[src/logic/fe_buf_pkg.sv]
// ========================================
// shared types for the triple feature buffer
// ROW_GRP_NUM and BANK_NUM are fixed; the
// row address, depth and word width are
// module parameters set from fe_buf_top
// ========================================
`default_nettype none

package fe_buf_pkg;

    localparam int ROW_GRP_NUM = 4;                   // row-group sub-RAMs per bank
    localparam int BANK_NUM    = 3;
    localparam int GRP_SEL_W   = $clog2(ROW_GRP_NUM); // group field above the AXI row address

    // one-hot bank select, zero means no bank
    typedef logic [BANK_NUM-1:0] bank_mask_t;

    // per-group enable
    typedef logic [ROW_GRP_NUM-1:0] grp_mask_t;

    localparam bank_mask_t BANK_NONE = 3'b000;
    localparam bank_mask_t BANK_0    = 3'b001;
    localparam bank_mask_t BANK_1    = 3'b010;
    localparam bank_mask_t BANK_2    = 3'b100;

    // role states, the name reads scheduler / PU / AXI per bank
    typedef enum logic [2:0] {
        ST_A0       = 3'd0,  // load phase, only AXI active
        ST_S0_P1_A2 = 3'd1,
        ST_P0_S1_A2 = 3'd2,
        ST_P0_A1_S2 = 3'd3,
        ST_A0_P1_S2 = 3'd4,
        ST_S0_A1_P2 = 3'd5,
        ST_A0_S1_P2 = 3'd6
    } fe_state_t;

    // start control, other codes are ignored
    typedef enum logic [1:0] {
        STAT_IDLE  = 2'b00,
        STAT_START = 2'b11
    } stat_ctrl_t;

endpackage

`default_nettype wire

[src/logic/bank_port_mux.sv]
// ========================================
// routes AXI, PU and scheduler onto banks
// PU wins writes and scheduler wins reads
// on the bank they own; AXI only reaches
// the bank its mask selects
// ========================================
`default_nettype none

module bank_port_mux
    import fe_buf_pkg::*;
#(
    parameter int ADDR_WIDTH = 5,
    parameter int DATA_WIDTH = 32
) (
    input  bank_mask_t                          axi_bank,
    input  bank_mask_t                          pu_bank,
    input  bank_mask_t                          sch_bank,
    input  logic [ADDR_WIDTH+GRP_SEL_W-1:0]     axi_waddr,
    input  logic                                axi_wen,
    input  logic [DATA_WIDTH-1:0]               axi_wdata,
    input  logic [ADDR_WIDTH+GRP_SEL_W-1:0]     axi_raddr,
    input  logic                                axi_ren,
    input  grp_mask_t                           pu_wen,
    input  logic [ADDR_WIDTH-1:0]               pu_waddr,
    input  logic [DATA_WIDTH-1:0]               pu_wdata   [ROW_GRP_NUM],
    input  grp_mask_t                           sch_ren,
    input  logic [ADDR_WIDTH-1:0]               sch_raddr  [ROW_GRP_NUM],
    output grp_mask_t                           bank_wen   [BANK_NUM],
    output logic [ADDR_WIDTH-1:0]               bank_waddr [BANK_NUM],
    output logic [DATA_WIDTH-1:0]               bank_wdata [BANK_NUM][ROW_GRP_NUM],
    output grp_mask_t                           bank_ren   [BANK_NUM],
    output logic [ADDR_WIDTH-1:0]               bank_raddr [BANK_NUM][ROW_GRP_NUM]
);

    localparam int AXI_AW = ADDR_WIDTH + GRP_SEL_W;

    grp_mask_t axi_wgrp;
    grp_mask_t axi_rgrp;

    // top address bits pick one sub-RAM
    assign axi_wgrp = axi_wen ? (grp_mask_t'(1) << axi_waddr[AXI_AW-1 -: GRP_SEL_W]) : '0;
    assign axi_rgrp = axi_ren ? (grp_mask_t'(1) << axi_raddr[AXI_AW-1 -: GRP_SEL_W]) : '0;

    // write side
    always_comb begin
        for (int b = 0; b < BANK_NUM; b++) begin
            if (pu_bank[b]) begin
                bank_wen[b]   = pu_wen;
                bank_waddr[b] = pu_waddr;
                for (int g = 0; g < ROW_GRP_NUM; g++) begin
                    bank_wdata[b][g] = pu_wdata[g];
                end
            end else begin
                bank_wen[b]   = axi_bank[b] ? axi_wgrp : '0; // unowned bank stays idle
                bank_waddr[b] = axi_waddr[ADDR_WIDTH-1:0];
                for (int g = 0; g < ROW_GRP_NUM; g++) begin
                    bank_wdata[b][g] = axi_wdata;
                end
            end
        end
    end

    // read side
    always_comb begin
        for (int b = 0; b < BANK_NUM; b++) begin
            if (sch_bank[b]) begin
                bank_ren[b] = sch_ren;
                for (int g = 0; g < ROW_GRP_NUM; g++) begin
                    bank_raddr[b][g] = sch_raddr[g];
                end
            end else begin
                bank_ren[b] = axi_bank[b] ? axi_rgrp : '0;
                for (int g = 0; g < ROW_GRP_NUM; g++) begin
                    bank_raddr[b][g] = axi_raddr[ADDR_WIDTH-1:0];
                end
            end
        end
    end

endmodule

`default_nettype wire

[config.mk]
export PLATFORM = sky130hd
export DESIGN_NAME = bank_port_mux
export DESIGN_NICKNAME = d
export VERILOG_FILES = /design/src/logic/fe_buf_pkg.sv /design/src/logic/bank_port_mux.sv
export SDC_FILE = /design/constraint.sdc
export NUM_CORES = 1
export LEC_CHECK = 0
export BUFFER_PORTS_ARGS = -buffer_cell sky130_fd_sc_hd__buf_2
export CAP_MARGIN = 20
export CORE_AREA = 10 10 265 267
export DETAILED_ROUTE_END_ITERATION = 8
export DIE_AREA = 0 0 275 277
export SYNTH_ARGS = -nofsm -noshare
export SYNTH_HDL_FRONTEND = slang
export SYNTH_SLANG_ARGS = --single-unit
[constraint.sdc]
create_clock -name vclk -period 2.13
set_input_delay 0.213 -clock vclk [all_inputs]
set_output_delay 0.213 -clock vclk [all_outputs]
set_load 0.02 [all_outputs]
==> key figures <==
Global route
  – First-pass GRT wire length: 71.1 mm
  – Largest net degree at the start of global routing: 62
  – GRT Overall Usage: 0.125
  – Initial antenna violation count: 20
  – Vias in the first global route: 9885
  – Global route overflow: 0

STA
  – Min Hold Slack: 772 ps
  – Final max-slew violation count: 0
  – Relative slew slack: 0.585
  – Worst-Margin Slew: 623 ps
  – Number of hold violations in the final report: 0
  – Final worst-path cycle share: 0.799
  – Final setup viols: 0
  – RSZ-0062 raised after global routing: false
  – Final min period: 1700 ps
  – Fmax: 0.588 GHz
  – Final setup TNS: 0 ps

Route
  – DR pass1 iterations: 5
  – ANT nets after route: 0
  – DRC viols: 0
  – Drt wl/cell: 19.5 um
  – Drt total wl: roughly 52 mm
  – Vias: between 10000 and 15000
  – Vias/cell: 3.74
  – Initial DRC count: 571

Clock tree
  – Setup Fix Bufs, Post-CTS: 0
  – CTS Hold Bufs: 0
  – Post_cts resized: 0

Setup path
  – CP Class: input pin to output port
  – Kind of end point of the critical path: output port
  – Crit Path Max Fanout: 61
  – Nature of the critical path startpoint: input pin
  – Req. time, crit path: between 1500 and 2000 ps
  – Arr. time, crit path: 1490 ps

Logic synthesis
  – Sequential area share after synthesis: 0
  – Post-Syn Nets: 1361
  – Yosys warning count: 0
  – Synthesized cell area: between 5000 and 6000 um^2
  – Cells after synthesis: roughly 1100
  – Avg Cell Area, Syn: 4.49 um^2
  – Unique masters post-synth: 15

Worst hold path
  – Min-Delay Path Class: input pin to output port

Finish
  – Total Nets Final: 2041
  – Layout Utilization: 0.146
  – Fraction of layout cells with a size suffix above 1: 0.420
  – Synthesis-to-finish area growth: 86.1%
  – Filler Cells Inserted: 7817
  – Register area: 0 um^2
  – Final Cell Area: 9550 um^2
  – Multi-input gate area: around 4600 um^2
  – Clock Buffer Count: 0
  – Seq Cell Count: 0

Floorplanning
  – Rows: 94
  – Core area: 65200 um^2
  – Starting density of the core: 0.0787
  – Die area: 76200 um^2
  – IO Pins: between 700 and 800
  – Die Ht: 277 um
  – Chip width: 275 um

Status
  – Run status: completed

Placement
  – Dpl hpwl: 47.4 mm
  – Port Buffer Count: 701
  – Gpl congestion: 0.937
  – Placed inst area: 9540 um^2

Job
  – # Max-Cap Violations: 0
-- kinds of logic (layout without fill, tap and decap cells) --
kind of cell,after synthesis,count (layout),synth area share
multiplexers,15,15,0.0359
other,0,1,0
AO/OA/AOI/OAI,24,24,0.0371
AND/OR/NAND/NOR,1038,1038,0.819
buffers and inverters,66,744,0.108
-- layout by cell type (no fill, tap or decap) --
| cell type | count |
|---|---|
| buf_12 | 3 |
| buf_2 | 698 |
| buf_4 | 40 |
| buf_6 | 3 |
| diode_2 | 1 |
| mux2_2 | 11 |
| mux2_4 | 4 |
| nand2_1 | 920 |
| nand2b_1 | 113 |
| nand2b_2 | 4 |
| nand3_1 | 1 |
| o21ai_0 | 1 |
| o31ai_1 | 19 |
| o41ai_1 | 3 |
| o41ai_2 | 1 |
-- synth_stat cells --
cell / number / area, um^2
nand2_1: 920 / 3450
buf_4: 24 / 180
nand2b_1: 113 / 707
buf_2: 10 / 50.1
o41ai_2: 1 / 16.3
o31ai_1: 19 / 143
nand3_1: 1 / 5.00
o41ai_1: 3 / 26.3
nand2b_2: 4 / 35.0
buf_6: 27 / 304
mux2_4: 4 / 60.1
clkbuf_2: 2 / 10.0
o21ai_0: 1 / 5.00
clkbuf_1: 3 / 11.3
mux2_2: 11 / 124
-- worst max-delay path, stage by stage --
cell and delay [ps]:
buf_6 420, buf_12 240, nand2b_1 190, nand2_1 170, buf_2 210
-- area by class of cell --
| class | instances | share of cell area |
|---|---|---|
| multi-input cells | 1077 | 0.479 |
| repair buffers | 744 | 0.407 |
| diodes | 1 | 0.000262 |
| well taps | 864 | 0.113 |
-- routing by layer --
metal | GRT usage | wire, um | up-vias
met5 | 0 | 13 | -
li1 | - | - | 4823
met2 | 0.225 | 24800 | 642
met3 | 0.0317 | 5530 | 76
met4 | 0.0241 | 1290 | 2
met1 | 0.146 | 20700 | 4493
-- worst paths after layout --
| check | startpoint | end | slack (ps) | cells past startpoint |
|---|---|---|---|---|
| worst max-delay path | pu_bank[1] | bank_wdata[162] | 430 | 5 |
| worst min-delay path | pu_wdata[100] | bank_wdata[100] | 770 | 4 |
-- metrics by stage --
step	instances	setup slack [ps]
2_1_floorplan	1143	759
3_3_place_gp	2685	425
3_5_place_dp	2685	433
4_1_cts	2685	427
5_1_grt	2685	303
6_report	2686	428
