### src/logic/fe_buf_pkg.sv
// ========================================
// shared types for the triple feature buffer
// ROW_GRP_NUM and BANK_NUM are fixed; the
// row address, depth and word width are
// module parameters set from fe_buf_top
// ========================================
`default_nettype none

package fe_buf_pkg;

    localparam int ROW_GRP_NUM = 4;                   // row-group sub-RAMs per bank
    localparam int BANK_NUM    = 3;
    localparam int GRP_SEL_W   = $clog2(ROW_GRP_NUM); // group field above the AXI row address

    // one-hot bank select, zero means no bank
    typedef logic [BANK_NUM-1:0] bank_mask_t;

    // per-group enable
    typedef logic [ROW_GRP_NUM-1:0] grp_mask_t;

    localparam bank_mask_t BANK_NONE = 3'b000;
    localparam bank_mask_t BANK_0    = 3'b001;
    localparam bank_mask_t BANK_1    = 3'b010;
    localparam bank_mask_t BANK_2    = 3'b100;

    // role states, the name reads scheduler / PU / AXI per bank
    typedef enum logic [2:0] {
        ST_A0       = 3'd0,  // load phase, only AXI active
        ST_S0_P1_A2 = 3'd1,
        ST_P0_S1_A2 = 3'd2,
        ST_P0_A1_S2 = 3'd3,
        ST_A0_P1_S2 = 3'd4,
        ST_S0_A1_P2 = 3'd5,
        ST_A0_S1_P2 = 3'd6
    } fe_state_t;

    // start control, other codes are ignored
    typedef enum logic [1:0] {
        STAT_IDLE  = 2'b00,
        STAT_START = 2'b11
    } stat_ctrl_t;

endpackage

`default_nettype wire

### src/logic/feature_bank.sv
// ========================================
// one bank, four simple dual-port sub-RAMs
// read data registered, one cycle latency
// same-row write and read returns old data
// no reset on the arrays or read registers
// ========================================
`default_nettype none

module feature_bank
    import fe_buf_pkg::*;
#(
    parameter int ADDR_WIDTH = 5,
    parameter int DEPTH      = 32,
    parameter int DATA_WIDTH = 32
) (
    input  logic                  clk,
    input  grp_mask_t             wen,
    input  logic [ADDR_WIDTH-1:0] waddr,
    input  logic [DATA_WIDTH-1:0] wdata [ROW_GRP_NUM],
    input  grp_mask_t             ren,
    input  logic [ADDR_WIDTH-1:0] raddr [ROW_GRP_NUM],
    output logic [DATA_WIDTH-1:0] rdata [ROW_GRP_NUM]
);

    for (genvar g = 0; g < ROW_GRP_NUM; g++) begin : g_grp
        logic [DATA_WIDTH-1:0] mem [DEPTH];
        logic [DATA_WIDTH-1:0] rd_q;

        always_ff @(posedge clk) begin
            if (wen[g]) begin
                mem[waddr] <= wdata[g];
            end
            if (ren[g]) begin
                rd_q <= mem[raddr[g]]; // holds until the next read
            end
        end

        assign rdata[g] = rd_q;

        a_waddr_range: assert property (@(posedge clk) wen[g] |-> (waddr < DEPTH));
        a_raddr_range: assert property (@(posedge clk) ren[g] |-> (raddr[g] < DEPTH));
    end

endmodule

`default_nettype wire

### config.mk
export PLATFORM = sky130hd
export DESIGN_NAME = feature_bank
export DESIGN_NICKNAME = d
export VERILOG_FILES = /design/src/logic/fe_buf_pkg.sv /design/src/logic/feature_bank.sv
export SDC_FILE = /design/constraint.sdc
export NUM_CORES = 2
export LEC_CHECK = 0
export BUFFER_PORTS_ARGS = -buffer_cell sky130_fd_sc_hd__buf_4
export CORE_ASPECT_RATIO = 0.7
export CORE_UTILIZATION = 60
export DETAILED_ROUTE_END_ITERATION = 8
export GPL_TIMING_DRIVEN = 0
export PLACE_DENSITY_LB_ADDON = 0.3
export SLEW_MARGIN = 20
export SYNTH_ARGS = -nofsm -noshare
export SYNTH_HDL_FRONTEND = slang
export SYNTH_SLANG_ARGS = --single-unit
export TNS_END_PERCENT = 100
### constraint.sdc
create_clock -name clk -period 2.5 [get_ports clk]
set_clock_uncertainty 0.1 [all_clocks]
set_input_delay 0.25 -clock clk [delete_from_list [all_inputs] [get_ports clk]]
set_output_delay 0.25 -clock clk [all_outputs]
set_load 0.01 [all_outputs]
==> out/qor.txt <==
HP Class - input port to flop
minimum clock period - 2.37 ns
clock group share of total power - 39.1%
crit end category - flop
vias in the first global route - 87,600
Post-Syn Area - 164,000 sq um
sw power - 31.1 mW
Row Count - 159
setup bufs post-CTS - 0
CTS buffer count - 380
non-filler instance count after layout - 13,900
dpl ws - -0.671 ns
Nets - 10,100
Final Wtd Congestion - 0.840
Port Buffer Count - 285
worst skew pair latency - 0.90 ns
top cells by area, synth - edfxtp_1 78%, mux2i_1 13%, a22oi_1 1.8%
final hold vios - 0
CP max-delay cell - nor2_1
outcome - complete, no violations
Die X-Extent - 626 um
RSZ-0062 raised after global routing - no
CP cell instances - buf_4 -> or3b_2 -> nor2_1 -> and2_2 -> buf_12
ratio of cells with drive above 1 in the final layout - 13.8%
Slew HR - 18.6%
synthesized-area fraction occupied by adder cells - 0%
transition time of the tightest slew-check pin - 1.22 ns
cell family with most CP delay - simple AND/OR/NAND/NOR gates
Initial Util - 60.7%
ANT nets after route - 0
Clock Tree Buf Depth - 4
CTS tree - yes
Syn Inst Count - 9,044
Worst-path clk slew - 0.07 ns
WL final - 414 mm
DP Area - 173,000 sq um
initial antenna violation count - 31
Post-route DRC - 0
synth unique cells - 24
share of the synthesized area in the top cell type - 77.5%
first-pass GRT wire length - 593 mm
number of setup violations in the final report - 0
multiplexer share of the synthesized area - 12.5%
# H-tree levels - 5
Sw Share - 21.6%
max cap viols - 0
xor/xnor share of the synthesized area - 0%
routed len/inst - 29.8 um
GRT overflow - 0
Seq/Total Area, Yosys - 77.5%
sequential share of power - 55.1%
drt pass-1 iters - 8
crit path kind - input port to flop
DR iter-0 viols - 12,200
setup TNS - 0 ns
CP startpoint kind - input port
syn nets - 9,206
cell taking the most area after synthesis - edfxtp_1
Tcrit/Tclk final - 94.9%
VDD IR max - 807 uV
chip height - 439 um
largest family of logic cells by synthesized area - multiplexers
Synth Area in Compound Gates - 4.80%
Power Dens Cells - 774 nW/um^2
vias per inst - 6.41
routed via count - 89,100
CP Max Fanout - 18
Core Area - 270,000 sq um
Worst EP arrival - 2.85 ns
Leakage Power - 65.5 nW
Bufs and invs on worst path - 2
Finished Cell Area - 186,000 sq um
Max Clk Rate - 422 MHz
worst endpoint required time - 2.97 ns
Overall Power - 144 mW
I/O pin count - 290
flops & latches, synth - 4,224
# placed instances - 13,100
Synth-to-Final Area Change - 13.8%
largest net degree at the start of global routing - 33
critical path's largest stage delay - 0.91 ns
Root Buffer - clkbuf_16
synth warn - 0
Simple-Gate Fraction of Synth Area - 3.17%
Comb power frac - 5.8%
die area - 275,000 sq um
syn_area_per_cell - 18.1 sq um
Clock Sinks - 4,224
P_int - 113 mW
final worst slack - 0.128 ns
hpwl dp - 269 mm
Max Slew Vio Count - 0
GRT Util Overall - 29.8%
[power groups by stage]
stage               clock network, mW  logic [mW]  registers [mW]
finish                           56.4        8.38            79.3
global route                     59.3        8.79            79.3
detailed placement                  0        8.03            80.8
floorplan                           0        4.09            80.9
CTS                              56.7        8.27            79.3
global placement                    0        7.69            80.8
[synthesized netlist by cell type]
cell type,instances
edfxtp_1,4224
mux2i_1,2048
nand2_1,390
nand3_1,385
a21oi_1,384
a22oi_1,384
a22o_1,256
buf_2,155
clkbuf_1,155
and2_1,132
a31oi_1,128
nor3_1,128
buf_4,94
buf_6,82
nor2_1,37
buf_1,18
nand2b_1,10
clkbuf_4,8
nor2b_1,8
buf_8,7
or2_2,5
nand3b_1,3
or3b_2,2
or3_1,1
[path summary, 6_finish.rpt]
kind / depth (start not counted) / start / slack [ns] / endpoint
setup / recovery: 5 / waddr[2] / 0.13 / g_grp[3].mem[18][15]$_DFFE_PP_
hold / removal: 2 / wen[0] / 0.07 / g_grp[0].mem[0][5]$_DFFE_PP_
setup reg to reg: 5 / g_grp[1].mem[6][14]$_DFFE_PP_ / 0.27 / g_grp[1].rd_q[14]$_DFFE_PP_
hold reg to reg: 4 / g_grp[0].mem[11][21]$_DFFE_PP_ / 0.58 / g_grp[0].rd_q[21]$_DFFE_PP_
[sequential cells by signal, indices dropped and copies added, names as in the netlist]
name	count
g_grp.mem	4096
g_grp.rd_q	128
[routing by layer]
| metal | GRT usage, % | wire length [um] | up-vias |
|---|---|---|---|
| met5 | 0 | 125 | - |
| met4 | 9.54 | 13600 | 20 |
| met3 | 5.91 | 45200 | 754 |
| met2 | 44.4 | 183000 | 5235 |
| met1 | 44.7 | 172000 | 45200 |
| li1 | - | - | 37800 |
[through the flow]
step / util (%) / hold slack (ns)
floorplan: - / 0.249
global placement: 63.2 / 0.549
detailed placement: 64.2 / 0.556
CTS: 69.1 / 0.00831
global route: 69.1 / 0.0396
finish: 69.1 / 0.0749
[kinds of logic (layout without fill, tap and decap cells)]
| group | Yosys count | after routing |
|---|---|---|
| AOI/OAI and AO/OA | 1152 | 1152 |
| buffers and inverters | 519 | 1735 |
| muxes | 2048 | 2048 |
| DFF | 4224 | 4224 |
| and+or+nand+nor | 1101 | 1101 |
| other | 0 | 16 |
[cell usage in the layout (no fill, tap or decap), types with 81 or more instances in the layout]
master	Yosys	layout
nand3_1	385	385
nand2_1	390	390
a31oi_1	128	128
clkbuf_1	155	232
buf_4	94	379
dlygate4sd3_1	0	135
a22oi_1	384	384
and2_2	0	112
clkbuf_16	0	390
mux2i_1	2048	2048
nor3_1	128	128
edfxtp_1	4224	4224
clkinv_1	0	81
a22o_1	256	256
buf_2	155	155
buf_6	82	82
a21oi_1	384	384
[worst register-to-register path, stage by stage, from the launching register on]
cell      delay, ns
edfxtp_1       0.37
mux2i_1        0.15
a22o_1         0.15
nor3_1         0.10
a31oi_1        0.66
nand3_1        0.37
[area by class of cell]
cell class	instances	area [sq um]
well taps	3622	4530
plain buffers	519	3220
diodes	16	40.0
clock inverters	216	1770
flip-flops and latches	4224	127000
clock buffers	468	10100
repair buffers	532	6030
multi-input cells	4301	33700
fillers	16700	83300
[what timing repair did]
| item | 4_1_cts | 5_1_grt |
|---|---|---|
| endpoints found under the setup margin | 0 | 0 |
| gates resized for setup | 0 | 0 |
| endpoints found under the hold margin | 4317 | 0 |
| hold buffers | 135 | 0 |
Note: power is estimated with default switching activity, not from simulation.
