===== config.mk =====
export PLATFORM = sky130hd
export DESIGN_NAME = read_return
export DESIGN_NICKNAME = d
export VERILOG_FILES = /design/src/logic/fe_buf_pkg.sv /design/src/logic/read_return.sv
export SDC_FILE = /design/constraint.sdc
export NUM_CORES = 1
export LEC_CHECK = 0
export BUFFER_PORTS_ARGS = -buffer_cell sky130_fd_sc_hd__buf_4
export CORE_AREA = 2 2 219 221
export CTS_CLUSTER_SIZE = 30
export DETAILED_ROUTE_END_ITERATION = 7
export DIE_AREA = 0 0 221 223
export PLACE_DENSITY = 0.41
export SLEW_MARGIN = 25
export SYNTH_ARGS = -nofsm -noshare
export SYNTH_HDL_FRONTEND = slang
export SYNTH_SLANG_ARGS = --single-unit

===== constraint.sdc =====
create_clock -name clk -period 1.7 [get_ports clk]
set_input_delay 0 -clock clk [delete_from_list [all_inputs] [get_ports clk]]
set_output_delay 0 -clock clk [all_outputs]
set_load 0.01 [all_outputs]

===== src/logic/fe_buf_pkg.sv =====
// ========================================
// shared types for the triple feature buffer
// ROW_GRP_NUM and BANK_NUM are fixed; the
// row address, depth and word width are
// module parameters set from fe_buf_top
// ========================================
`default_nettype none

package fe_buf_pkg;

    localparam int ROW_GRP_NUM = 4;                   // row-group sub-RAMs per bank
    localparam int BANK_NUM    = 3;
    localparam int GRP_SEL_W   = $clog2(ROW_GRP_NUM); // group field above the AXI row address

    // one-hot bank select, zero means no bank
    typedef logic [BANK_NUM-1:0] bank_mask_t;

    // per-group enable
    typedef logic [ROW_GRP_NUM-1:0] grp_mask_t;

    localparam bank_mask_t BANK_NONE = 3'b000;
    localparam bank_mask_t BANK_0    = 3'b001;
    localparam bank_mask_t BANK_1    = 3'b010;
    localparam bank_mask_t BANK_2    = 3'b100;

    // role states, the name reads scheduler / PU / AXI per bank
    typedef enum logic [2:0] {
        ST_A0       = 3'd0,  // load phase, only AXI active
        ST_S0_P1_A2 = 3'd1,
        ST_P0_S1_A2 = 3'd2,
        ST_P0_A1_S2 = 3'd3,
        ST_A0_P1_S2 = 3'd4,
        ST_S0_A1_P2 = 3'd5,
        ST_A0_S1_P2 = 3'd6
    } fe_state_t;

    // start control, other codes are ignored
    typedef enum logic [1:0] {
        STAT_IDLE  = 2'b00,
        STAT_START = 2'b11
    } stat_ctrl_t;

endpackage

`default_nettype wire


===== src/logic/read_return.sv =====
// ========================================
// read return path
// bank and group are captured with the read
// strobe, so data stays tied to the bank
// that was read even if roles move on
// ========================================
`default_nettype none

module read_return
    import fe_buf_pkg::*;
#(
    parameter int ADDR_WIDTH = 5,
    parameter int DATA_WIDTH = 32
) (
    input  logic                            clk,
    input  logic                            rst_n,
    input  bank_mask_t                      axi_bank,
    input  bank_mask_t                      sch_bank,
    input  logic                            axi_ren,
    input  logic [ADDR_WIDTH+GRP_SEL_W-1:0] axi_raddr,
    input  grp_mask_t                       sch_ren,
    input  logic [DATA_WIDTH-1:0]           bank_rdata [BANK_NUM][ROW_GRP_NUM],
    output logic [DATA_WIDTH-1:0]           axi_rdata,
    output logic [DATA_WIDTH-1:0]           sch_rdata  [ROW_GRP_NUM]
);

    localparam int AXI_AW = ADDR_WIDTH + GRP_SEL_W;

    logic [GRP_SEL_W-1:0] axi_grp_q;
    bank_mask_t           axi_bank_q;
    bank_mask_t           sch_bank_q;

    always_ff @(posedge clk or negedge rst_n) begin
        if (!rst_n) begin
            axi_grp_q  <= '0;
            axi_bank_q <= BANK_NONE;
            sch_bank_q <= BANK_NONE;
        end else begin
            if (axi_ren) begin
                axi_grp_q  <= axi_raddr[AXI_AW-1 -: GRP_SEL_W];
                axi_bank_q <= axi_bank;
            end
            if (|sch_ren) begin
                sch_bank_q <= sch_bank;
            end
        end
    end

    always_comb begin
        axi_rdata = '0;
        for (int b = 0; b < BANK_NUM; b++) begin
            if (axi_bank_q[b]) axi_rdata = bank_rdata[b][axi_grp_q];
        end
    end

    // each group word comes from the same scheduler bank
    always_comb begin
        for (int g = 0; g < ROW_GRP_NUM; g++) begin
            sch_rdata[g] = '0;
            for (int b = 0; b < BANK_NUM; b++) begin
                if (sch_bank_q[b]) sch_rdata[g] = bank_rdata[b][g];
            end
        end
    end

endmodule

`default_nettype wire


==> impl_metrics.toml <==
[yosys]
ys_seq_area_share_pct = 3.13
syn-cell-area_um2 = 6390
synth_simple_gate_area_share_pct = 25.1
netlist.area_leader.share_pct = 20.0
synthAdderAreaFrac_pct = 0
yosys-top-cells-count = "nand2_1, mux2i_1, a21oi_1, and3b_1, o21ai_0"
yosysMostFrequentCell = "nand2_1"
synth_top_area_cell = "mux2i_1"
synth-xor-area-share_pct = 0
synthCells = 893
synth_mux_area_share_pct = 33.0
ys_async_sr_fraction_pct = 100
synth_compound_area_share_pct = 30.9
synth_top_family_by_area = "multiplexers"
syn_avg_cell_area_um2 = 7.16
yosysWarnings = 0
synth_edf_count = 0
yosysUniqueCellTypes = 23
synth.area.top_cells = "mux2i_1, and3b_1, a21oi_1"
syn_nets = 1297
ys_ff_latch = 8
ys.flop_type = "dfrtp_1"

[setup_path]
cp_cell_sequence = "clkbuf_2, or3b_4, buf_12, o22ai_1, a211o_1, buf_6"
start_kind = "register"
rr_startpoint = "sch_bank_q[1]"
crit_buf_inv = 3
setup.worst_path.class = "register to output pin"
r2r_slack_ps = 360
path_depth = 6
slowest_stage = "dfrtp_4"
crit_family = "flip-flops"
crit_fanout = 16
cp.required_ps = 1700
reg2reg_depth = 4
crit_start = "axi_grp_q[0]"
cp-end-kind = "output pin"
cp.arrival_ps = 1970
crit_end = "axi_rdata[12]"
slowest_delay_ps = 510
rr_endpoint = "sch_bank_q[1]"

[min_path]
hp-class = "input pin to register"
worstHoldStart = "axi_raddr[6]"

[floorplan]
rows = 80
die-area_um2 = 49300
fp.coreArea_um2 = 47100
die_w_um = 221
start_util_pct = 13.6
ios = 564
dieHeight_um = 223

[clock_tree]
clk_transition_reported_paths_ps = 40
cts-htree-levels = 1
cts_buffer_depth = 2
cts.sinks = 8
cts_tree = "built"
cts_root_buffer = "clkbuf_16"
cts_buffers = 3
clock_latency_ps = 240

[power]
ir_worst_vdd_v = 0.000368
clkPwrFrac_pct = 7.0
fin_total_pwr_uw = 5910
p_comb_share_pct = 88.7
power.leakage_uw = 0.00683
power_density_nw_per_um2 = 437
pwr-share-seq_pct = 4.2
internal-power_uw = 3390
p_switching_uw = 2520
switching_share_pct = 42.7

[finish]
fin_nets = 1892
fin_util_pct = 28.7
diodes = 0
area_growth_pct = 112
layout-drive-gt1-share_pct = 55.5
n_fill_cell = 5209

[sta]
slew-limit-headroom_pct = 72.2
worst_pin_slew_ps = 417
clock_skew_ps = 0
grt_setup_unrepaired = "yes"
max_freq_mhz = 507
setup_viol = 102
postLayoutSetupSlackWorst_ps = -271
maxSlewViolCount = 0
fin_crit_sh_pct = 116
fin_crit_ps = 1970
hold_viol = 0

[global_route]
grt_pass1_vias = 9906
grt.total_usage_pct = 17.6
grt_pass1_wl_um = 66400
antenna_found_initial = 2
grt_overflow = 0
grt_max_degree = 85

[run_status]
violations = "setup timing"
outcome = "finished, violations left"

[placement]
gp_congestion = 0.895
dp.final_hpwl_um = 35000
io_buffers = 558

[drt]
drtIter0Drc = 561
wl_per_cell_um = 23.1
wl_um = 48500
firstDrtPassIters = 5
wl_met1_um = 20300
met2_wirelength_um = 24200
top_layer = "met4"
viasPerCell = 4.71
drc = 0
via_count = 9906
met3_length_um = 3340
antenna_left = 0

[job]
max_cap_violations = 0
cells in the final DEF, fill, tap and decap left out, types with 2 or more instances in the layout:
cell,instances
buf_4,562
nand2_1,128
mux2i_1,125
and3b_1,121
o21ai_1,114
a21oi_1,69
buf_6,63
o22ai_1,60
a21oi_2,49
buf_12,38
mux4_2,32
a211o_1,32
o21ai_2,12
clkbuf_16,10
buf_16,10
buf_8,9
mux2_2,8
a21oi_4,5
a22oi_2,5
dfrtp_4,5
o22ai_2,4
dlygate4sd3_1,4
mux2i_2,3
dfrtp_1,3
bufbuf_16,3
o21ai_0,2
and3b_2,2
routing by layer:
metal,vias to the layer above,track usage [%]
li1,4620,-
met1,4781,22.4
met2,465,31.3
met3,40,3.38
met4,0,2.36
met5,-,0
flip-flops by register name, indices dropped and copies added, names as in the netlist:
signal and flops:
axi_bank_q 3, sch_bank_q 3, axi_grp_q 2
power groups by stage:
stage	sequential [uW]	combinational (uW)	clock (uW)
floorplan	220	2000	0
finish	250	5250	416
CTS	245	4970	426
global route	254	5540	429
detailed placement	240	4370	0
global placement	239	4370	0
worst reg2reg max path, stage by stage, from the launching register on:
cell     delay (ps)
dfrtp_4         520
buf_12          150
buf_8           120
buf_12          160
mux2_2          270
final cells by class:
type / count / area (um^2) / area share [%]
timing repair buffer: 697 / 6420 / 47.5
clock buffer: 4 / 78.8 / 0.583
multi-input combinational: 778 / 6040 / 44.7
tap: 615 / 769 / 5.69
sequential: 8 / 219 / 1.62
through the flow:
stage / cells / setup WS, ps / TNS (ps) / instance area, um^2 / hold slack [ps]
2_1_floorplan: 893 / 243 / 0 / 6390 / -296
3_3_place_gp: 2039 / -19.6 / -23.3 / 11800 / -163
3_5_place_dp: 2039 / -23.1 / -56.4 / 11800 / -166
4_1_cts: 2086 / -256 / -13810 / 13000 / 7.75
5_1_grt: 2102 / -303 / -16700 / 13500 / 23.1
6_report: 2102 / -271 / -10880 / 13500 / 9.54
kinds of logic (layout without fill, tap and decap cells):
kind of cell	count (synthesis)	after routing
AOI/OAI and AO/OA	352	352
buffers and inverters	107	701
DFF	8	8
muxes	168	168
and+or+nand+nor	258	258
worst min path at each step:
stage | endpoint | slack (ps) | cells past startpoint
finish | axi_grp_q[1] | 10 | 2
global route | axi_grp_q[1] | 20 | 2
CTS | axi_grp_q[1] | 8 | 2
detailed placement | sch_bank_q[2] | -170 | 1
global placement | sch_bank_q[2] | -160 | 1
floorplan | axi_bank_q[0] | -300 | 0
timing repair:
item / in CTS / in global routing
buffers inserted: 22 / 21
hold buffers: 4 / 0
endpoints found under the setup margin: 83 / 160
pin swaps: 12 / 60
resized for setup: 198 / 126
cloned: 18 / 8
endpoints found under the hold margin: 11 / 0
Power figures use the tool's default switching activity.
