[src/logic/fe_buf_pkg.sv]
// ========================================
// shared types for the triple feature buffer
// ROW_GRP_NUM and BANK_NUM are fixed; the
// row address, depth and word width are
// module parameters set from fe_buf_top
// ========================================
`default_nettype none

package fe_buf_pkg;

    localparam int ROW_GRP_NUM = 4;                   // row-group sub-RAMs per bank
    localparam int BANK_NUM    = 3;
    localparam int GRP_SEL_W   = $clog2(ROW_GRP_NUM); // group field above the AXI row address

    // one-hot bank select, zero means no bank
    typedef logic [BANK_NUM-1:0] bank_mask_t;

    // per-group enable
    typedef logic [ROW_GRP_NUM-1:0] grp_mask_t;

    localparam bank_mask_t BANK_NONE = 3'b000;
    localparam bank_mask_t BANK_0    = 3'b001;
    localparam bank_mask_t BANK_1    = 3'b010;
    localparam bank_mask_t BANK_2    = 3'b100;

    // role states, the name reads scheduler / PU / AXI per bank
    typedef enum logic [2:0] {
        ST_A0       = 3'd0,  // load phase, only AXI active
        ST_S0_P1_A2 = 3'd1,
        ST_P0_S1_A2 = 3'd2,
        ST_P0_A1_S2 = 3'd3,
        ST_A0_P1_S2 = 3'd4,
        ST_S0_A1_P2 = 3'd5,
        ST_A0_S1_P2 = 3'd6
    } fe_state_t;

    // start control, other codes are ignored
    typedef enum logic [1:0] {
        STAT_IDLE  = 2'b00,
        STAT_START = 2'b11
    } stat_ctrl_t;

endpackage

`default_nettype wire

[src/logic/bank_role_fsm.sv]
// ========================================
// role rotation across the three banks
// masks are registered from the state, so
// they trail a transition by one cycle
// in ST_A0 only the AXI mask is rewritten
// ========================================
`default_nettype none

module bank_role_fsm
    import fe_buf_pkg::*;
(
    input  logic       clk,
    input  logic       rst_n,
    input  stat_ctrl_t stat_ctrl,
    input  logic       layer_done,
    input  logic       tile_switch_r,
    output bank_mask_t axi_bank,
    output bank_mask_t pu_bank,
    output bank_mask_t sch_bank
);

    fe_state_t state_q;
    fe_state_t state_d;

    always_ff @(posedge clk or negedge rst_n) begin
        if (!rst_n) begin
            state_q <= ST_A0;
        end else begin
            state_q <= state_d;
        end
    end

    // tile_switch_r low swaps PU and scheduler, high moves the AXI role
    always_comb begin
        state_d = state_q;
        case (state_q)
            ST_A0: begin
                if (stat_ctrl == STAT_START) state_d = ST_S0_P1_A2;
            end
            ST_S0_P1_A2: begin
                if (layer_done) state_d = tile_switch_r ? ST_P0_A1_S2 : ST_P0_S1_A2;
            end
            ST_P0_S1_A2: begin
                if (layer_done) state_d = tile_switch_r ? ST_A0_P1_S2 : ST_S0_P1_A2;
            end
            ST_P0_A1_S2: begin
                if (layer_done) state_d = tile_switch_r ? ST_A0_S1_P2 : ST_S0_A1_P2;
            end
            ST_A0_P1_S2: begin
                if (layer_done) state_d = tile_switch_r ? ST_S0_A1_P2 : ST_A0_S1_P2;
            end
            ST_S0_A1_P2: begin
                if (layer_done) state_d = tile_switch_r ? ST_P0_S1_A2 : ST_P0_A1_S2;
            end
            ST_A0_S1_P2: begin
                if (layer_done) state_d = tile_switch_r ? ST_S0_P1_A2 : ST_A0_P1_S2;
            end
            default: state_d = ST_A0;
        endcase
    end

    always_ff @(posedge clk or negedge rst_n) begin
        if (!rst_n) begin
            axi_bank <= BANK_NONE;
            pu_bank  <= BANK_NONE;
            sch_bank <= BANK_NONE;
        end else begin
            case (state_q)
                ST_A0: axi_bank <= BANK_0; // pu / sch hold
                ST_S0_P1_A2: begin
                    sch_bank <= BANK_0;
                    pu_bank  <= BANK_1;
                    axi_bank <= BANK_2;
                end
                ST_P0_S1_A2: begin
                    pu_bank  <= BANK_0;
                    sch_bank <= BANK_1;
                    axi_bank <= BANK_2;
                end
                ST_P0_A1_S2: begin
                    pu_bank  <= BANK_0;
                    axi_bank <= BANK_1;
                    sch_bank <= BANK_2;
                end
                ST_A0_P1_S2: begin
                    axi_bank <= BANK_0;
                    pu_bank  <= BANK_1;
                    sch_bank <= BANK_2;
                end
                ST_S0_A1_P2: begin
                    sch_bank <= BANK_0;
                    axi_bank <= BANK_1;
                    pu_bank  <= BANK_2;
                end
                ST_A0_S1_P2: begin
                    axi_bank <= BANK_0;
                    sch_bank <= BANK_1;
                    pu_bank  <= BANK_2;
                end
                default: begin
                    axi_bank <= BANK_NONE;
                    pu_bank  <= BANK_NONE;
                    sch_bank <= BANK_NONE;
                end
            endcase
        end
    end

    a_mask_onehot: assert property (@(posedge clk) disable iff (!rst_n)
        $onehot0(axi_bank) && $onehot0(pu_bank) && $onehot0(sch_bank));

    // no two ports may own one bank once the rotation runs
    a_mask_disjoint: assert property (@(posedge clk) disable iff (!rst_n)
        (state_q != ST_A0) |->
            ((axi_bank & pu_bank) == BANK_NONE) && ((axi_bank & sch_bank) == BANK_NONE) &&
            ((pu_bank & sch_bank) == BANK_NONE));

    a_state_legal: assert property (@(posedge clk) disable iff (!rst_n)
        state_q inside {ST_A0, ST_S0_P1_A2, ST_P0_S1_A2, ST_P0_A1_S2,
                        ST_A0_P1_S2, ST_S0_A1_P2, ST_A0_S1_P2});

endmodule

`default_nettype wire

[config.mk]
export PLATFORM = sky130hd
export DESIGN_NAME = bank_role_fsm
export DESIGN_NICKNAME = d
export VERILOG_FILES = /design/src/logic/fe_buf_pkg.sv /design/src/logic/bank_role_fsm.sv
export SDC_FILE = /design/constraint.sdc
export NUM_CORES = 1
export LEC_CHECK = 0
export BUFFER_PORTS_ARGS = -buffer_cell sky130_fd_sc_hd__buf_2
export CAP_MARGIN = 20
export CORE_AREA = 2 2 39 41
export CTS_BUF_LIST = sky130_fd_sc_hd__clkbuf_4
export DETAILED_ROUTE_END_ITERATION = 6
export DIE_AREA = 0 0 41 43
export PLACE_DENSITY = 0.62
export SLEW_MARGIN = 20
export SYNTH_ARGS = -nofsm -noshare
export SYNTH_HDL_FRONTEND = slang
export SYNTH_SLANG_ARGS = --single-unit
export TNS_END_PERCENT = 1
[constraint.sdc]
create_clock -name clk -period 1.48 [get_ports clk]
set_input_delay 0.148 -clock clk [delete_from_list [all_inputs] [get_ports clk]]
set_output_delay 0.148 -clock clk [all_outputs]
set_load 0.005 [all_outputs]
==> impl_summary.md <==
Status
The flow ran to the end, and the final reports show no timing, DRC or antenna violations.

Die
The width of the die is between 40 and 50 um. The y dimension of the die is approximately 43 um. The floorplan step defined a die boundary enclosing around 1800 um^2.

The standard-cell row count is 14. The core footprint is roughly 1400 um^2. The number of primary I/O pins is 15. For this configuration, the core starts out at a cell density of 0.4033.

Final layout
The register area is 300.3 um^2. With fillers left out, the area of the finished cells amounts to approximately 670 um^2. The repair_antennas step left the layout with diodes totalling 0. In the final layout, the multi-input gates occupy around 220 um^2.

In the final layout, the share of cells above drive strength 1 is 0.2933. The number of fill cells is ~140. The layout overhead on the synthesized area is 19.28%.

Measured on the finished design, the core utilization comes to 0.4810. In the final design database the tool counted between 80 and 90 nets.

Setup path
The maximum cell stage delay along the critical path is approximately 620 ps. Of all nets on the critical path, the largest fanout is 15. STA puts the critical path data required time at approximately 1600 ps. STA classifies the critical path startpoint as a register. In this design, the largest share of critical-path delay is due to flip-flops.

The type of the worst setup path is reg -> reg. The critical path goes through nand2b_1, a21oi_1, o21ai_1, o211ai_2. The number of buffers and inverters on the critical path is 0. STA classifies the critical path endpoint as a register.

The cell type of the slowest stage on the worst timing path is sky130_fd_sc_hd__dfrtp_1. At the worst endpoint, the arrival time is 1370 ps.

Synth
Counting every net in the synthesized netlist gives 64. The register bit count reported by yosys is 12. The fraction of the yosys area taken by sequential cells is 0.5381. During synthesis, Yosys emitted a total of 0 warnings. The number of different library cells in the post-synthesis netlist is 21.

The number of instances in the synthesized netlist is just under 60. The synthesized netlist occupies a cell area of 558.0 um^2. Each instance of the synthesized netlist takes up on average 9.621 um^2.

Hold path
The type of the tightest min-delay check is in -> reg.

Clock network
The number of buffers inserted by post-CTS setup repair is 0. The clock latency on the worst-skew pair is between 200 and 300 ps. The hold buffer count at cts is 1.

CTS built an H-tree with a depth of 1. CTS saw 12 sinks. In this run, post-CTS repair resized a total of 0 instances.

After clock tree synthesis, the clock-pin slew on the worst setup and hold paths is ~70 ps. In this run the clock root is driven by a sky130_fd_sc_hd__clkbuf_4. The maximum clock path buffer count is 2.

The clock buffer count from CTS is 3. TritonCTS built the clock tree.

Drt
The detailed router placed ~450 vias in this run. Summed over all layers, the routed wires come to approximately 990 um. The detailed router used layers up to and including met4. The first-pass iteration count of the detailed router is 4. Dividing the detail-routed wire length by the instance count gives 10.85 um. The number of antenna-violating nets in the routed design is 0. The wire length on met1 is slightly below 500 um.

In this run, the number of DRC markers left after iteration 0 of detailed routing was 6. The met2 routed wirelength is approximately 420 um. The total met3 wirelength after detailed routing is 67 um. After detailed routing, the number of vias per cell comes to approximately 5. In the routed design, unresolved DRC markers number 0.

Timing
The post-route minimum period is around 1200 ps. The final number of hold-violating endpoints was 0. The final setup violation count is 0.

Setup repair after global routing left no endpoint under its margin. The largest clock skew in the final design is roughly 3.9 ps. The max-slew violation total from the final report is 0.

The worst path setup slack after routing is 252.2 ps. The relative slew slack is 0.7011. The final worst-path cycle share is 0.8296. At the pin with the least slew margin, the transition time is about 450 ps. The maximum clock rate is 814.5 MHz. The aggregate negative setup slack is 0 ps.

Place
The placement-stage cell area is 629.4 um^2. The port buffer count is 14. The half-perimeter wire length after placement is around 730 um. The post-place setup slack is 272.0 ps. The routability congestion estimate from global placement is roughly 0.80.

Pwr
The completed layout was analyzed and its total power is approximately 1.4 mW. The leakage power is between 0.3 and 0.4 nW. Across the VDD grid, the largest voltage drop is 0.0009164 V. The power density over cell area is ~2200 nW/um^2.

GRT
The pin count of the biggest net entering global routing is 16. The via count of the first global-routing pass is 407. Across every metal layer, demand over resource in global routing totals 0.1510. The first global-routing pass estimated roughly 1800 um of wire. The number of antenna violations at the first check in global routing is 0. Global routing finished with a remaining overflow of 0.

Job
Across the run, the number of max-cap violations was 0.
metrics by stage:
step / cells / hold slack, ps
2_1_floorplan: 58 / -147.6
3_3_place_gp: 86 / 39.59
3_5_place_dp: 86 / 38.71
4_1_cts: 91 / 169.6
5_1_grt: 91 / 182.6
6_report: 91 / 166.9
cell type report:
cell class,count,area share
Sequential cell,12,0.4511
Multi-Input combinational cell,41,0.3365
Timing Repair Buffer,16,0.1316
Clock buffer,3,0.03383
Tap cell,16,0.03008
Inverter,2,0.01128
Clock inverter,1,0.005639
kinds of logic (layout without fill, tap and decap cells):
logic type | count (synthesis) | after routing | synth area share
AO/OA/AOI/OAI | 16 | 16 | 0.1906
AND/OR/NAND/NOR | 23 | 23 | 0.1794
XOR/XNOR | 2 | 2 | 0.03140
flip-flops | 12 | 12 | 0.5381
buffers and inverters | 5 | 22 | 0.06053
cells in the mapped netlist:
cell / instances / area share
sky130_fd_sc_hd__o21ai_1: 4 / 0.036
sky130_fd_sc_hd__o211ai_1: 2 / 0.027
sky130_fd_sc_hd__and2b_1: 1 / 0.013
sky130_fd_sc_hd__nor2_1: 10 / 0.067
sky130_fd_sc_hd__nand2_1: 7 / 0.047
sky130_fd_sc_hd__o31ai_1: 1 / 0.013
sky130_fd_sc_hd__nand2b_1: 1 / 0.011
sky130_fd_sc_hd__o211ai_2: 1 / 0.022
sky130_fd_sc_hd__o21ai_0: 1 / 0.0090
sky130_fd_sc_hd__buf_6: 1 / 0.020
sky130_fd_sc_hd__xnor2_1: 2 / 0.031
sky130_fd_sc_hd__a211oi_1: 1 / 0.013
sky130_fd_sc_hd__a31oi_1: 1 / 0.011
sky130_fd_sc_hd__nand3b_1: 1 / 0.013
sky130_fd_sc_hd__inv_2: 2 / 0.013
sky130_fd_sc_hd__buf_4: 2 / 0.027
sky130_fd_sc_hd__nand3_1: 2 / 0.018
sky130_fd_sc_hd__dfrtp_1: 12 / 0.54
sky130_fd_sc_hd__o31ai_2: 1 / 0.022
sky130_fd_sc_hd__nor3_1: 1 / 0.0090
sky130_fd_sc_hd__a21oi_1: 4 / 0.036
final timing paths:
check / startpoint / to / slack [ps] / cells after the start
worst max register to register: state_q[1] / state_q[0] / 250 / 4
worst min-delay path: layer_done / state_q[1] / 170 / 3
worst max-delay path: state_q[1] / state_q[0] / 250 / 4
max in group asynchronous: rst_n / state_q[1] / 1000 / 2
min in group asynchronous: rst_n / sch_bank[0] / 270 / 2
worst min register to register: sch_bank[2] / sch_bank[2] / 510 / 2
cells in the final DEF (no fill, tap or decap):
master,synthesis,routed
sky130_fd_sc_hd__a211oi_1,1,1
sky130_fd_sc_hd__nand3_1,2,2
sky130_fd_sc_hd__and2b_1,1,1
sky130_fd_sc_hd__a21oi_1,4,4
sky130_fd_sc_hd__nor2_1,10,10
sky130_fd_sc_hd__o211ai_1,2,2
sky130_fd_sc_hd__nand2_1,7,7
sky130_fd_sc_hd__xnor2_1,2,2
sky130_fd_sc_hd__o21ai_1,4,4
sky130_fd_sc_hd__nor3_1,1,1
sky130_fd_sc_hd__inv_2,2,2
sky130_fd_sc_hd__o21ai_0,1,1
sky130_fd_sc_hd__nand3b_1,1,1
sky130_fd_sc_hd__o211ai_2,1,1
sky130_fd_sc_hd__o31ai_1,1,1
sky130_fd_sc_hd__buf_4,2,1
sky130_fd_sc_hd__o31ai_2,1,1
sky130_fd_sc_hd__clkbuf_4,0,3
sky130_fd_sc_hd__a31oi_1,1,1
sky130_fd_sc_hd__buf_2,0,14
sky130_fd_sc_hd__dfrtp_1,12,12
sky130_fd_sc_hd__clkinv_1,0,1
sky130_fd_sc_hd__dlygate4sd3_1,0,1
sky130_fd_sc_hd__nand2b_1,1,1
layer usage:
| layer | up-vias | GRT usage |
|---|---|---|
| li1 | 233 | - |
| met2 | 14 | 0.1875 |
| met1 | 204 | 0.2271 |
| met3 | 2 | 0.04712 |
| met5 | - | 0 |
| met4 | 0 | 0.08000 |
flip-flops by register name, summed over array words and instances (netlist names):
name / cells
sch_bank: 3
pu_bank: 3
axi_bank: 3
state_q: 3
worst reg2reg max path, delay by kind of cell, from the launching register on:
family / cells / cell delay (ps)
compound gates: 3 / 320
simple gates: 1 / 170
flops: 1 / 620
where the power goes:
part / internal, mW / switching [mW] / leakage [nW] / total, mW
clock: 0.0977 / 0.108 / 0.0154 / 0.206
sequential: 0.483 / 0.169 / 0.151 / 0.653
combinational: 0.287 / 0.289 / 0.155 / 0.575
total: 0.867 / 0.566 / 0.321 / 1.43
Power figures use the tool's default switching activity.
